[src/rtl/wiener_pkg.sv]
package wiener_pkg;

	localparam int PIX_W = 8;
	localparam int VAR_W = 16;   // Holds mean of squares for 8-bit pixels

	// Pixel on the input stream
	typedef struct packed {
		logic             sof;
		logic [PIX_W-1:0] data;
	} pix_in_t;

	// Filtered pixel with block/frame markers
	typedef struct packed {
		logic             last_of_block;
		logic             last_of_frame;
		logic [PIX_W-1:0] data;
	} pix_out_t;

	typedef struct packed {
		logic [PIX_W-1:0] mean;
		logic [VAR_W-1:0] variance;
	} block_stats_t;

	typedef struct packed {
		logic        psel;
		logic        penable;
		logic        pwrite;
		logic [3:0]  paddr;
		logic [31:0] pwdata;
	} apb_req_t;

	// Register file view handed to the datapath
	typedef struct packed {
		logic [15:0]      blocks_per_frame;
		logic [VAR_W-1:0] noise_var;
	} wiener_cfg_t;

	typedef enum logic [1:0] {
		IDLE         = 2'd0,
		READ_BLOCK   = 2'd1,
		WAIT_STATS   = 2'd2,
		EMPTY_BUFFER = 2'd3
	} ctrl_state_e;

	typedef enum logic [3:0] {
		REG_BLOCKS = 4'h0,
		REG_NOISE  = 4'h4,
		REG_STATUS = 4'h8
	} reg_addr_e;

endpackage

[src/rtl/wiener_apb_regs.sv]
module wiener_apb_regs (
	input  logic                   clk,
	input  logic                   rst_n,
	input  wiener_pkg::apb_req_t   apb_req,
	output logic [31:0]            prdata,
	input  logic                   busy,
	input  logic                   frame_done,
	output wiener_pkg::wiener_cfg_t cfg
);
	import wiener_pkg::*;

	logic [15:0]      blocks_q;
	logic [VAR_W-1:0] noise_q;
	logic [15:0]      frames_done_q;
	logic             wr_en;
	logic             rd_en;
	reg_addr_e        addr;

	assign addr  = reg_addr_e'(apb_req.paddr);
	// No wait states, access phase does the work
	assign wr_en = apb_req.psel & apb_req.penable & apb_req.pwrite;
	assign rd_en = apb_req.psel & ~apb_req.pwrite;

	always_ff @(posedge clk or negedge rst_n) begin
		if (!rst_n) begin
			blocks_q <= 16'd1;
			noise_q  <= '0;
		end else if (wr_en) begin
			case (addr)
				REG_BLOCKS: blocks_q <= apb_req.pwdata[15:0];
				REG_NOISE:  noise_q  <= apb_req.pwdata[VAR_W-1:0];
				default:    ;   // Status is read only
			endcase
		end
	end

	// Frame counter wraps silently
	always_ff @(posedge clk or negedge rst_n) begin
		if (!rst_n) begin
			frames_done_q <= '0;
		end else if (frame_done) begin
			frames_done_q <= frames_done_q + 16'd1;
		end
	end

	always_comb begin
		prdata = '0;
		if (rd_en) begin
			case (addr)
				REG_BLOCKS: prdata = {16'd0, blocks_q};
				REG_NOISE:  prdata = {{(32 - VAR_W){1'b0}}, noise_q};
				REG_STATUS: prdata = {frames_done_q, 15'd0, busy};
				default:    prdata = '0;
			endcase
		end
	end

	assign cfg.blocks_per_frame = blocks_q;
	assign cfg.noise_var        = noise_q;

endmodule

[src/rtl/wiener_block_ctrl.sv]
module wiener_block_ctrl #(
	parameter int BLOCK_SAMPLES = 16
) (
	input  logic                    clk,
	input  logic                    rst_n,
	input  logic                    pix_valid,
	input  logic                    pix_sof,
	output logic                    pix_ready,
	input  logic                    out_ready,
	output logic                    out_valid,
	input  wiener_pkg::wiener_cfg_t cfg,
	output logic                    shift_en,
	output logic                    accumulate,
	output logic                    finish,
	output logic                    last_of_block,
	output logic                    last_of_frame,
	output logic                    busy,
	output logic                    frame_done
);
	import wiener_pkg::*;

	localparam int CNT_W = $clog2(BLOCK_SAMPLES);
	localparam logic [CNT_W-1:0] LAST_SAMPLE = CNT_W'(BLOCK_SAMPLES - 1);

	ctrl_state_e      state;
	ctrl_state_e      next_state;
	logic [CNT_W-1:0] sample_cnt;
	logic [15:0]      block_cnt;
	logic [15:0]      last_block;
	logic             in_xfer;
	logic             out_xfer;
	logic             take;
	logic             last_sample;
	logic             end_of_frame;

	// Zero blocks behaves like one block
	assign last_block = (cfg.blocks_per_frame == 16'd0) ? 16'd0
	                                                    : cfg.blocks_per_frame - 16'd1;

	assign in_xfer      = pix_valid & pix_ready;
	assign out_xfer     = out_valid & out_ready;
	assign last_sample  = (sample_cnt == LAST_SAMPLE);
	assign end_of_frame = (block_cnt == last_block);

	// Pixels that enter the block buffer; non-sof pixels in IDLE are dropped
	assign take = in_xfer & ((state == READ_BLOCK) | ((state == IDLE) & pix_sof));

	always_comb begin
		next_state = state;
		case (state)
			IDLE: begin
				if (in_xfer && pix_sof) begin
					next_state = READ_BLOCK;
				end
			end
			READ_BLOCK: begin
				if (in_xfer && last_sample) begin
					next_state = WAIT_STATS;
				end
			end
			WAIT_STATS: begin
				next_state = EMPTY_BUFFER;   // Stats land in the gain stage here
			end
			EMPTY_BUFFER: begin
				if (out_xfer && last_sample) begin
					next_state = end_of_frame ? IDLE : READ_BLOCK;
				end
			end
			default: begin
				next_state = IDLE;
			end
		endcase
	end

	always_ff @(posedge clk or negedge rst_n) begin
		if (!rst_n) begin
			state     <= IDLE;
			pix_ready <= 1'b0;
		end else begin
			state     <= next_state;
			pix_ready <= (next_state == IDLE) || (next_state == READ_BLOCK);
		end
	end

	// Sample count follows every shift, wraps at block end
	always_ff @(posedge clk or negedge rst_n) begin
		if (!rst_n) begin
			sample_cnt <= '0;
		end else if (shift_en) begin
			sample_cnt <= sample_cnt + 1'b1;
		end
	end

	always_ff @(posedge clk or negedge rst_n) begin
		if (!rst_n) begin
			block_cnt <= '0;
		end else if (state == IDLE) begin
			block_cnt <= '0;
		end else if (out_xfer && last_sample) begin
			block_cnt <= block_cnt + 16'd1;
		end
	end

	assign accumulate = take;
	assign shift_en   = take | out_xfer;
	assign finish     = take & (state == READ_BLOCK) & last_sample;

	assign out_valid     = (state == EMPTY_BUFFER);
	assign last_of_block = out_valid & last_sample;
	assign last_of_frame = last_of_block & end_of_frame;
	assign frame_done    = out_xfer & last_of_frame;   // Single pulse per frame
	assign busy          = (state != IDLE);

endmodule

[src/rtl/sample_delay_line.sv]
module sample_delay_line #(
	parameter int BLOCK_SAMPLES = 16
) (
	input  logic                         clk,
	input  logic                         rst_n,
	input  logic                         shift_en,
	input  logic [wiener_pkg::PIX_W-1:0] din,
	output logic [wiener_pkg::PIX_W-1:0] dout
);
	import wiener_pkg::*;

	logic [PIX_W-1:0] taps [BLOCK_SAMPLES];

	// Tap 0 is newest, last tap is the oldest sample of the block
	always_ff @(posedge clk or negedge rst_n) begin
		if (!rst_n) begin
			for (int i = 0; i < BLOCK_SAMPLES; i++) begin
				taps[i] <= '0;
			end
		end else if (shift_en) begin
			taps[0] <= din;
			for (int i = 1; i < BLOCK_SAMPLES; i++) begin
				taps[i] <= taps[i-1];
			end
		end
	end

	assign dout = taps[BLOCK_SAMPLES-1];

endmodule

[src/rtl/block_stats.sv]
module block_stats #(
	parameter int BLOCK_SAMPLES = 16
) (
	input  logic                         clk,
	input  logic                         rst_n,
	input  logic                         accumulate,
	input  logic                         finish,
	input  logic [wiener_pkg::PIX_W-1:0] din,
	output wiener_pkg::block_stats_t     stats,
	output logic                         stats_valid
);
	import wiener_pkg::*;

	localparam int SHIFT = $clog2(BLOCK_SAMPLES);
	localparam int SUM_W = PIX_W + SHIFT;
	localparam int SQ_W  = 2 * PIX_W + SHIFT;

	logic [SUM_W-1:0]   sum_q;
	logic [SUM_W-1:0]   sum_next;
	logic [SQ_W-1:0]    sq_q;
	logic [SQ_W-1:0]    sq_next;
	logic [2*PIX_W-1:0] din_sq;
	logic [PIX_W-1:0]   mean;
	logic [VAR_W-1:0]   mean_of_sq;
	logic [VAR_W-1:0]   mean_pow;
	logic [VAR_W-1:0]   variance;

	assign din_sq   = din * din;
	// Running totals including the current sample, so finish sees the last pixel
	assign sum_next = sum_q + SUM_W'(din);
	assign sq_next  = sq_q + SQ_W'(din_sq);

	assign mean       = PIX_W'(sum_next >> SHIFT);
	assign mean_of_sq = VAR_W'(sq_next >> SHIFT);
	assign mean_pow   = VAR_W'(mean) * VAR_W'(mean);

	// Truncation can make the difference go negative in principle
	assign variance = (mean_of_sq > mean_pow) ? mean_of_sq - mean_pow : '0;

	always_ff @(posedge clk or negedge rst_n) begin
		if (!rst_n) begin
			sum_q       <= '0;
			sq_q        <= '0;
			stats_valid <= 1'b0;
		end else begin
			stats_valid <= finish;   // One cycle after the last sample
			if (finish) begin
				sum_q <= '0;
				sq_q  <= '0;
			end else if (accumulate) begin
				sum_q <= sum_next;
				sq_q  <= sq_next;
			end
		end
	end

	always_ff @(posedge clk) begin
		if (finish) begin
			stats.mean     <= mean;
			stats.variance <= variance;
		end
	end

endmodule

[src/rtl/wiener_gain.sv]
module wiener_gain (
	input  logic                         clk,
	input  logic                         rst_n,
	input  logic                         stats_valid,
	input  wiener_pkg::block_stats_t     stats,
	input  logic [wiener_pkg::VAR_W-1:0] noise_var,
	input  logic [wiener_pkg::PIX_W-1:0] din,
	output logic [wiener_pkg::PIX_W-1:0] dout
);
	import wiener_pkg::*;

	localparam int PROD_W = PIX_W + VAR_W + 2;
	localparam logic signed [PROD_W-1:0] PIX_MAX = (1 << PIX_W) - 1;

	logic [PIX_W-1:0]         mean_q;
	logic [VAR_W-1:0]         var_q;
	logic [VAR_W-1:0]         sig_q;      // Signal variance, noise removed
	logic [VAR_W-1:0]         divisor;
	logic signed [PIX_W:0]    dev;
	logic signed [PROD_W-1:0] prod;
	logic signed [PROD_W-1:0] quot;
	logic signed [PROD_W-1:0] result;

	always_ff @(posedge clk or negedge rst_n) begin
		if (!rst_n) begin
			mean_q <= '0;
			var_q  <= '0;
			sig_q  <= '0;
		end else if (stats_valid) begin
			mean_q <= stats.mean;
			var_q  <= stats.variance;
			sig_q  <= (stats.variance > noise_var) ? stats.variance - noise_var : '0;
		end
	end

	assign dev     = $signed({1'b0, din}) - $signed({1'b0, mean_q});
	assign prod    = dev * $signed({1'b0, sig_q});
	assign divisor = (var_q == '0) ? VAR_W'(1) : var_q;   // Result unused when zero
	assign quot    = prod / $signed({1'b0, divisor});     // Truncates toward zero
	assign result  = $signed({1'b0, mean_q}) + quot;

	always_comb begin
		if (var_q == '0) begin
			dout = mean_q;   // Flat block
		end else if (result < 0) begin
			dout = '0;
		end else if (result > PIX_MAX) begin
			dout = '1;
		end else begin
			dout = result[PIX_W-1:0];
		end
	end

endmodule

[src/rtl/wiener_denoise_top.sv]
module wiener_denoise_top #(
	parameter int BLOCK_SAMPLES = 16
) (
	input  logic                 clk,
	input  logic                 rst_n,
	input  wiener_pkg::apb_req_t apb_req,
	output logic [31:0]          prdata,
	output logic                 pready,
	input  wiener_pkg::pix_in_t  pix_in,
	input  logic                 pix_valid,
	output logic                 pix_ready,
	output wiener_pkg::pix_out_t pix_out,
	output logic                 out_valid,
	input  logic                 out_ready
);
	import wiener_pkg::*;

	wiener_cfg_t      cfg;
	block_stats_t     stats;
	logic             stats_valid;
	logic             busy;
	logic             frame_done;
	logic             shift_en;
	logic             accumulate;
	logic             finish;
	logic [PIX_W-1:0] oldest_pix;

	assign pready = 1'b1;   // Registers always answer at once

	wiener_apb_regs u_regs (
		.clk        (clk),
		.rst_n      (rst_n),
		.apb_req    (apb_req),
		.prdata     (prdata),
		.busy       (busy),
		.frame_done (frame_done),
		.cfg        (cfg)
	);

	wiener_block_ctrl #(.BLOCK_SAMPLES(BLOCK_SAMPLES)) u_ctrl (
		.clk           (clk),
		.rst_n         (rst_n),
		.pix_valid     (pix_valid),
		.pix_sof       (pix_in.sof),
		.pix_ready     (pix_ready),
		.out_ready     (out_ready),
		.out_valid     (out_valid),
		.cfg           (cfg),
		.shift_en      (shift_en),
		.accumulate    (accumulate),
		.finish        (finish),
		.last_of_block (pix_out.last_of_block),
		.last_of_frame (pix_out.last_of_frame),
		.busy          (busy),
		.frame_done    (frame_done)
	);

	sample_delay_line #(.BLOCK_SAMPLES(BLOCK_SAMPLES)) u_delay (
		.clk      (clk),
		.rst_n    (rst_n),
		.shift_en (shift_en),
		.din      (pix_in.data),
		.dout     (oldest_pix)
	);

	block_stats #(.BLOCK_SAMPLES(BLOCK_SAMPLES)) u_stats (
		.clk         (clk),
		.rst_n       (rst_n),
		.accumulate  (accumulate),
		.finish      (finish),
		.din         (pix_in.data),
		.stats       (stats),
		.stats_valid (stats_valid)
	);

	wiener_gain u_gain (
		.clk         (clk),
		.rst_n       (rst_n),
		.stats_valid (stats_valid),
		.stats       (stats),
		.noise_var   (cfg.noise_var),
		.din         (oldest_pix),
		.dout        (pix_out.data)
	);

endmodule

[config.mk]
export PLATFORM = sky130hd
export DESIGN_NAME = wiener_denoise_top
export DESIGN_NICKNAME = d
export VERILOG_FILES = /design/src/rtl/wiener_pkg.sv /design/src/rtl/wiener_apb_regs.sv /design/src/rtl/wiener_block_ctrl.sv /design/src/rtl/sample_delay_line.sv /design/src/rtl/block_stats.sv /design/src/rtl/wiener_gain.sv /design/src/rtl/wiener_denoise_top.sv
export SDC_FILE = /design/constraint.sdc
export NUM_CORES = 2
export LEC_CHECK = 0
export BUFFER_PORTS_ARGS = -buffer_cell sky130_fd_sc_hd__buf_4
export CAP_MARGIN = 20
export CORE_MARGIN = 4
export CORE_UTILIZATION = 40
export CTS_CLUSTER_SIZE = 14
export DETAILED_ROUTE_END_ITERATION = 12
export SYNTH_ARGS = -nofsm -noshare
export SYNTH_HDL_FRONTEND = slang
export SYNTH_SLANG_ARGS = --single-unit
[constraint.sdc]
create_clock -name clk -period 127.2 [get_ports clk]
set_clock_uncertainty 0.2 [all_clocks]
set_input_delay 25.44 -clock clk [delete_from_list [all_inputs] [get_ports clk]]
set_output_delay 25.44 -clock clk [all_outputs]
set_load 0.005 [all_outputs]
* Word-level counts from Yosys, hierarchy flattened
Index checks and enable logic that the tools add are counted.
** Operators by class
- Add/subtract/negate cells :: 10
- $mul :: 3
- Divide/modulo/power cells :: 1
- Order comparisons :: 4
- Equality and inequality tests :: 8
- Multiplexer cells :: 19
- Bitwise gates (word level) :: 15
- Reduce and logical (&&, ||, !) cells :: 14
** Operators with widths (count)
- case mux 32 bit (3 select lines) :: 1
- two-way mux 16 bit :: 5
- two-way mux 20 bit :: 2
- adder 16 x 1 -> 16 bit, second input constant :: 2
- > comparator 16 bit :: 2
- logical NOT 16 bit :: 2
- multiplier 8 x 8 -> 16 bit :: 2
- two-way mux 32 bit :: 1
- subtractor 16 bit :: 2
- adder 9 x 26 -> 26 bit :: 1
- divider 26 x 17 -> 26 bit :: 1
- > comparator 26 x 9 -> 1 bit, second input constant :: 1
- < comparator 26 x 1 -> 1 bit, second input constant :: 1
- multiplier 9 x 17 -> 26 bit :: 1
- two-way mux 12 bit :: 2
- two-way mux 8 bit :: 3
- adder 20 x 16 -> 20 bit :: 1
- == test 16 bit :: 1
- subtractor 16 x 1 -> 16 bit, second input constant :: 1
- adder 12 x 8 -> 12 bit :: 1
- AND 1 bit :: 12
- subtractor 8 x 8 -> 9 bit :: 1
- == test 4 bit, second input constant :: 2
- case mux 2 bit (4 select lines) :: 1
- 14 further kinds :: 25
** Storage, ports and cells
- Register bits after elaboration :: 296
- Output and inout port bits :: 45
- Logic and storage cells :: 105

* Logic depth before layout (Yosys ltp)
- Depth in word-level cells :: 8
- Mapped depth :: 395
- Gate-level depth less buffers :: 360

* Modules after synthesis
Synthesis repeated with hierarchy kept, for this count alone.
** Second synthesis, totals
- Cells, all modules :: 4964
- Area, all modules :: 41846.4 sq um
** By module, submodules not included
- wiener_gain :: instances 1, cells an instance 3497, area each 25590.8 sq um, seq. area each 1001.0 sq um
- block_stats :: instances 1, cells an instance 753, area each 7094.3 sq um, seq. area each 1546.5 sq um
- sample_delay_line :: instances 1, cells an instance 278, area each 4882.2 sq um, seq. area each 3203.1 sq um
- wiener_apb_regs :: instances 1, cells an instance 189, area each 2293.4 sq um, seq. area each 1202.4 sq um
- wiener_block_ctrl :: instances 1, cells an instance 245, area each 1974.4 sq um, seq. area each 575.6 sq um
- wiener_denoise_top :: instances 1, cells an instance 2, area each 11.3 sq um, seq. area each 0.0 sq um

* Worst setup path after synthesis
OpenSTA, ideal clock, no wires.
- Path kind :: register -> output
- Start :: reg u_gain.mean_q[1]
- End :: out pix_out[0] (netlist name)
- Data arrival time :: 75.620 ns
- Slack :: 25.940 ns
- Cell stages (with the launch flop) :: 374
- Path buffers :: 40
- Path through :: dfrtp_1 > inv_1 > ha_1 > nor2b_1 > o21ai_0 > nand2b_1 > a21oi_1 > nor2b_1 > o21ai_0 > nand2_1 > a21oi_1 > xnor2_1 > clkbuf_1 > nand2_1 > fa_1 > fa_1 > inv_1 > fa_1 > (+338 left out) > ha_1 > nor2_1 > a21oi_1 > ha_1 > a21o_1 > a21oi_1 > o21bai_1 > a21oi_1 > o21bai_1 > a21oi_1 > nor2b_1 > or4_1 > a21oi_1 > and4b_1 > o221ai_1 > or4_1 > buf_2 > o221a_1
** RTL lines
- start: declaration :: RTL line wiener_gain.sv:15 : logic [PIX_W-1:0] mean_q;
- start signal: assignment :: RTL line wiener_gain.sv:30 : mean_q <= stats.mean;
- end: declaration :: RTL line wiener_denoise_top.sv:12 : output wiener_pkg::pix_out_t pix_out,

==> out/qor.tcl <==
set qor(run_status) {finished, final reports clean}
set qor(die_span_y_um) 327
set qor(wirelength_mm) 112
set qor(unrepaired_setup_endpoints_after_global_routing) {no}
set qor(synthesis.nets) 5581
set qor(wirelength_per_cell_um) 17.8
set qor(globalRouteMet3Util_pct) 1.71
set qor(fmax_mhz) 8.79
set qor(via_count) 35738
set qor(ios) 97
set qor(grtUsageMet2_pct) 35.1
set qor(cts_resized) 0
set qor(yosys_warnings) 0
set qor(grt_max_degree) 173
set qor(floorplan.initialDensity_pct) 40.5
set qor(antenna_cells_inserted) 0
set qor(cts-htree-levels) 2
set qor(final.period_utilization_pct) 89.5
set qor(route.detailed.drc) 0
set qor(placeableCoreArea_um2) 101000
set qor(ys_async_sr_fraction_pct) 91.9
set qor(grt_pass1_wl_mm) 185
set qor(critPathCaptureType) {primary output}
set qor(cp_data_arrival_time_ps) 88160
set qor(synthAdderAreaFrac_pct) 23.6
set qor(timing.critical_path.required_ps) 101560
set qor(cell_types_with_the_highest_counts_after_synthesis) {ha_1 (499), nand2_1 (444), nor2_1 (396), inv_1 (330), dfrtp_1 (271)}
set qor(synth_xor_area_share_pct) 6.63
set qor(maxSlewHeadroom_pct) 18.1
set qor(met1_usage_pct) 28.7
set qor(number_of_rows_created_at_floorplan) 116
set qor(route.antenna.remaining_nets) 0
set qor(drtIter0Drc) 2220
set qor(clock_insertion_delay_worst_skew_ps) 540
set qor(ff_latch_count_synth) 296
set qor(port_buffers) 79
set qor(die_x_um) 327
set qor(synth_area_leaders) {dfrtp_1 (17%), ha_1 (15%), fa_1 (8.2%), mux2_2 (5.2%), nand2_1 (4.1%)}
set qor(timing_worst_slew_pin_value_ps) 1230
set qor(critical_path.most_common_cell) {o21a_1}
set qor(fin_util_pct) 43.8
set qor(synth_top_family_by_area) {adder cells}
set qor(area_growth_pct) 8.20
set qor(globalRoute.busiestLayer) {met2}
set qor(cts.sinks) 296
set qor(clock_tree.buffer_depth) 3
set qor(numPlacedInstances) 6215
set qor(post-cts-setup-buffer-count) 0
set qor(reg2reg_slack_ps) 118130
set qor(synth.distinct_cells) 107
set qor(synthesis.area_um2) 40700
set qor(start_kind) {flip-flop}
set qor(fraction_of_the_mapped_netlist_area_in_simple_logic_gates_pct) 19.4
set qor(finalMaxSlewViolations) 0
set qor(number_of_enable_type_register_cells_in_the_synthesized_netlist) 24
set qor(gp_routability_congestion) 0.931
set qor(drt-vias-per-instance) 5.70
set qor(cts_root_buffer) {clkbuf_16}
set qor(dp_worst_setup_slack_ps) 15500
set qor(holdCritPathClass) {flip-flop to flip-flop}
set qor(dp.final_hpwl_mm) 88.7
set qor(path_class) {flip-flop to primary output}
set qor(cts.hold.buffers_added) 0
set qor(synth_top_cell_by_area) {dfrtp_1}
set qor(setup_tns_ps) 0
set qor(main_synth_ff_type) {dfrtp_1}
set qor(post_route_cells_drive_above_1_share_pct) 9.66
set qor(post-route-worst-setup-slack_ps) 13400
set qor(detail_route.first_pass.iterations) 6
set qor(n_fill_cell) 10018
set qor(hold_violations) 0
set qor(multiInputGateArea_um2) 31400
set qor(crit_fanout) 33
set qor(grt_usage_pct) 20.7
set qor(drv.max_cap_violation_count) 0
set qor(floorplan.die_area_um2) 107000
set qor(setup_viol) 0
set qor(synth.mux.area_fraction_pct) 6.11
set qor(antenna_found_initial) 0
set qor(worst_path_largest_cell_delay_ps) 900
set qor(synth_compound_gate_area_share_pct) 21.2
set qor(worst_setup_hold_path_clk_slew_ps) 50
set qor(cts_tree) {yes}
set qor(synth.top_cell.area_share_pct) 16.7
set qor(nets) 5612
set qor(period_needed_ps) 113800
set qor(yosysMostFrequentCell) {ha_1}
set qor(synthesis.instances) 4863
set qor(worst_path_max_delay_cell) {o31ai_1}
set qor(global_route.overflow_total) 0
set qor(yosysSeqAreaShare_pct) 18.5
set qor(regArea_um2) 7530
set qor(layout.cells.non_filler) 6274
set qor(tritoncts.num_buffers) 34
set qor(syn_avg_cell_area_um2) 8.37
set qor(first_global_vias) 35031
-- worst max-delay path, delay by kind of cell (launching register included) --
family / cells / cell delay (ps)
compound gates: 181 / 43410
simple gates: 105 / 26080
fa+ha+maj: 35 / 11890
buf+inv: 15 / 3180
mux: 8 / 2440
flops: 1 / 450
-- metal layers --
layer | share of wire (%) | wire (µm)
met4 | 2.2 | 2410
met3 | 4.1 | 4630
met2 | 47 | 52300
met1 | 47 | 52500
met5 | 0 | 0
-- path summary, 6_finish.rpt --
kind,from,end,cells past startpoint
min in group asynchronous,rst_n,u_stats.sq_q[2],1
min,u_stats.stats[23],u_gain.mean_q[7],2
max reg2reg,u_stats.sum_q[0],u_stats.stats[3],37
max in group asynchronous,rst_n,u_delay.taps[45],2
min reg2reg,u_stats.stats[23],u_gain.mean_q[7],2
max,u_gain.mean_q[0],pix_out[1],344
-- flip-flops by register name, summed over array words and instances (netlist names) --
name,flops
u_delay.taps,120
u_stats.stats,24
u_stats.sq_q,20
u_ctrl.block_cnt,16
u_gain.sig_q,16
u_gain.var_q,16
u_regs.blocks_q,16
u_regs.frames_done_q,16
u_regs.noise_q,16
u_stats.sum_q,12
u_delay.dout,8
u_gain.mean_q,8
u_ctrl.sample_cnt,4
u_ctrl.state,2
u_ctrl.pix_ready,1
u_stats.stats_valid,1
-- area by class of cell --
| class | count | area share, % |
|---|---|---|
| multi-input combinational | 4084 | 71.2 |
| clock buffer | 50 | 2.25 |
| timing repair buffer | 147 | 2.55 |
| clock inverter | 9 | 0.202 |
| tap | 1357 | 3.85 |
| inverter | 331 | 2.82 |
| sequential | 296 | 17.1 |
-- cell families after synthesis --
group | count (synthesis)
AO/OA/AOI/OAI | 1262
XOR/XNOR | 308
adder cells (fa/ha/maj) | 668
buffers and inverters | 483
flip-flops | 296
multiplexers | 225
other | 1
AND/OR/NAND/NOR | 1620
-- metrics by stage --
stage               hold slack [ps]  area (µm²)
floorplan                       230       40700
global placement                237       43000
CTS                             269       44000
detailed placement              255       43000
global route                    290       44000
finish                          266       44000
-- placed cells by master, fill, tap and decap left out, types with 140 or more instances in the layout --
cell,instances
ha_1,499
nand2_1,444
nor3_1,179
a21oi_1,243
and2_1,140
buf_4,145
inv_1,330
xnor2_1,184
o21a_1,150
o21ai_0,248
nor2_1,395
dfrtp_1,270
mux2_2,189
fa_1,167
Power is not shown: default switching activity piles up to over one toggle a cycle in this logic, so the estimate is an artifact.
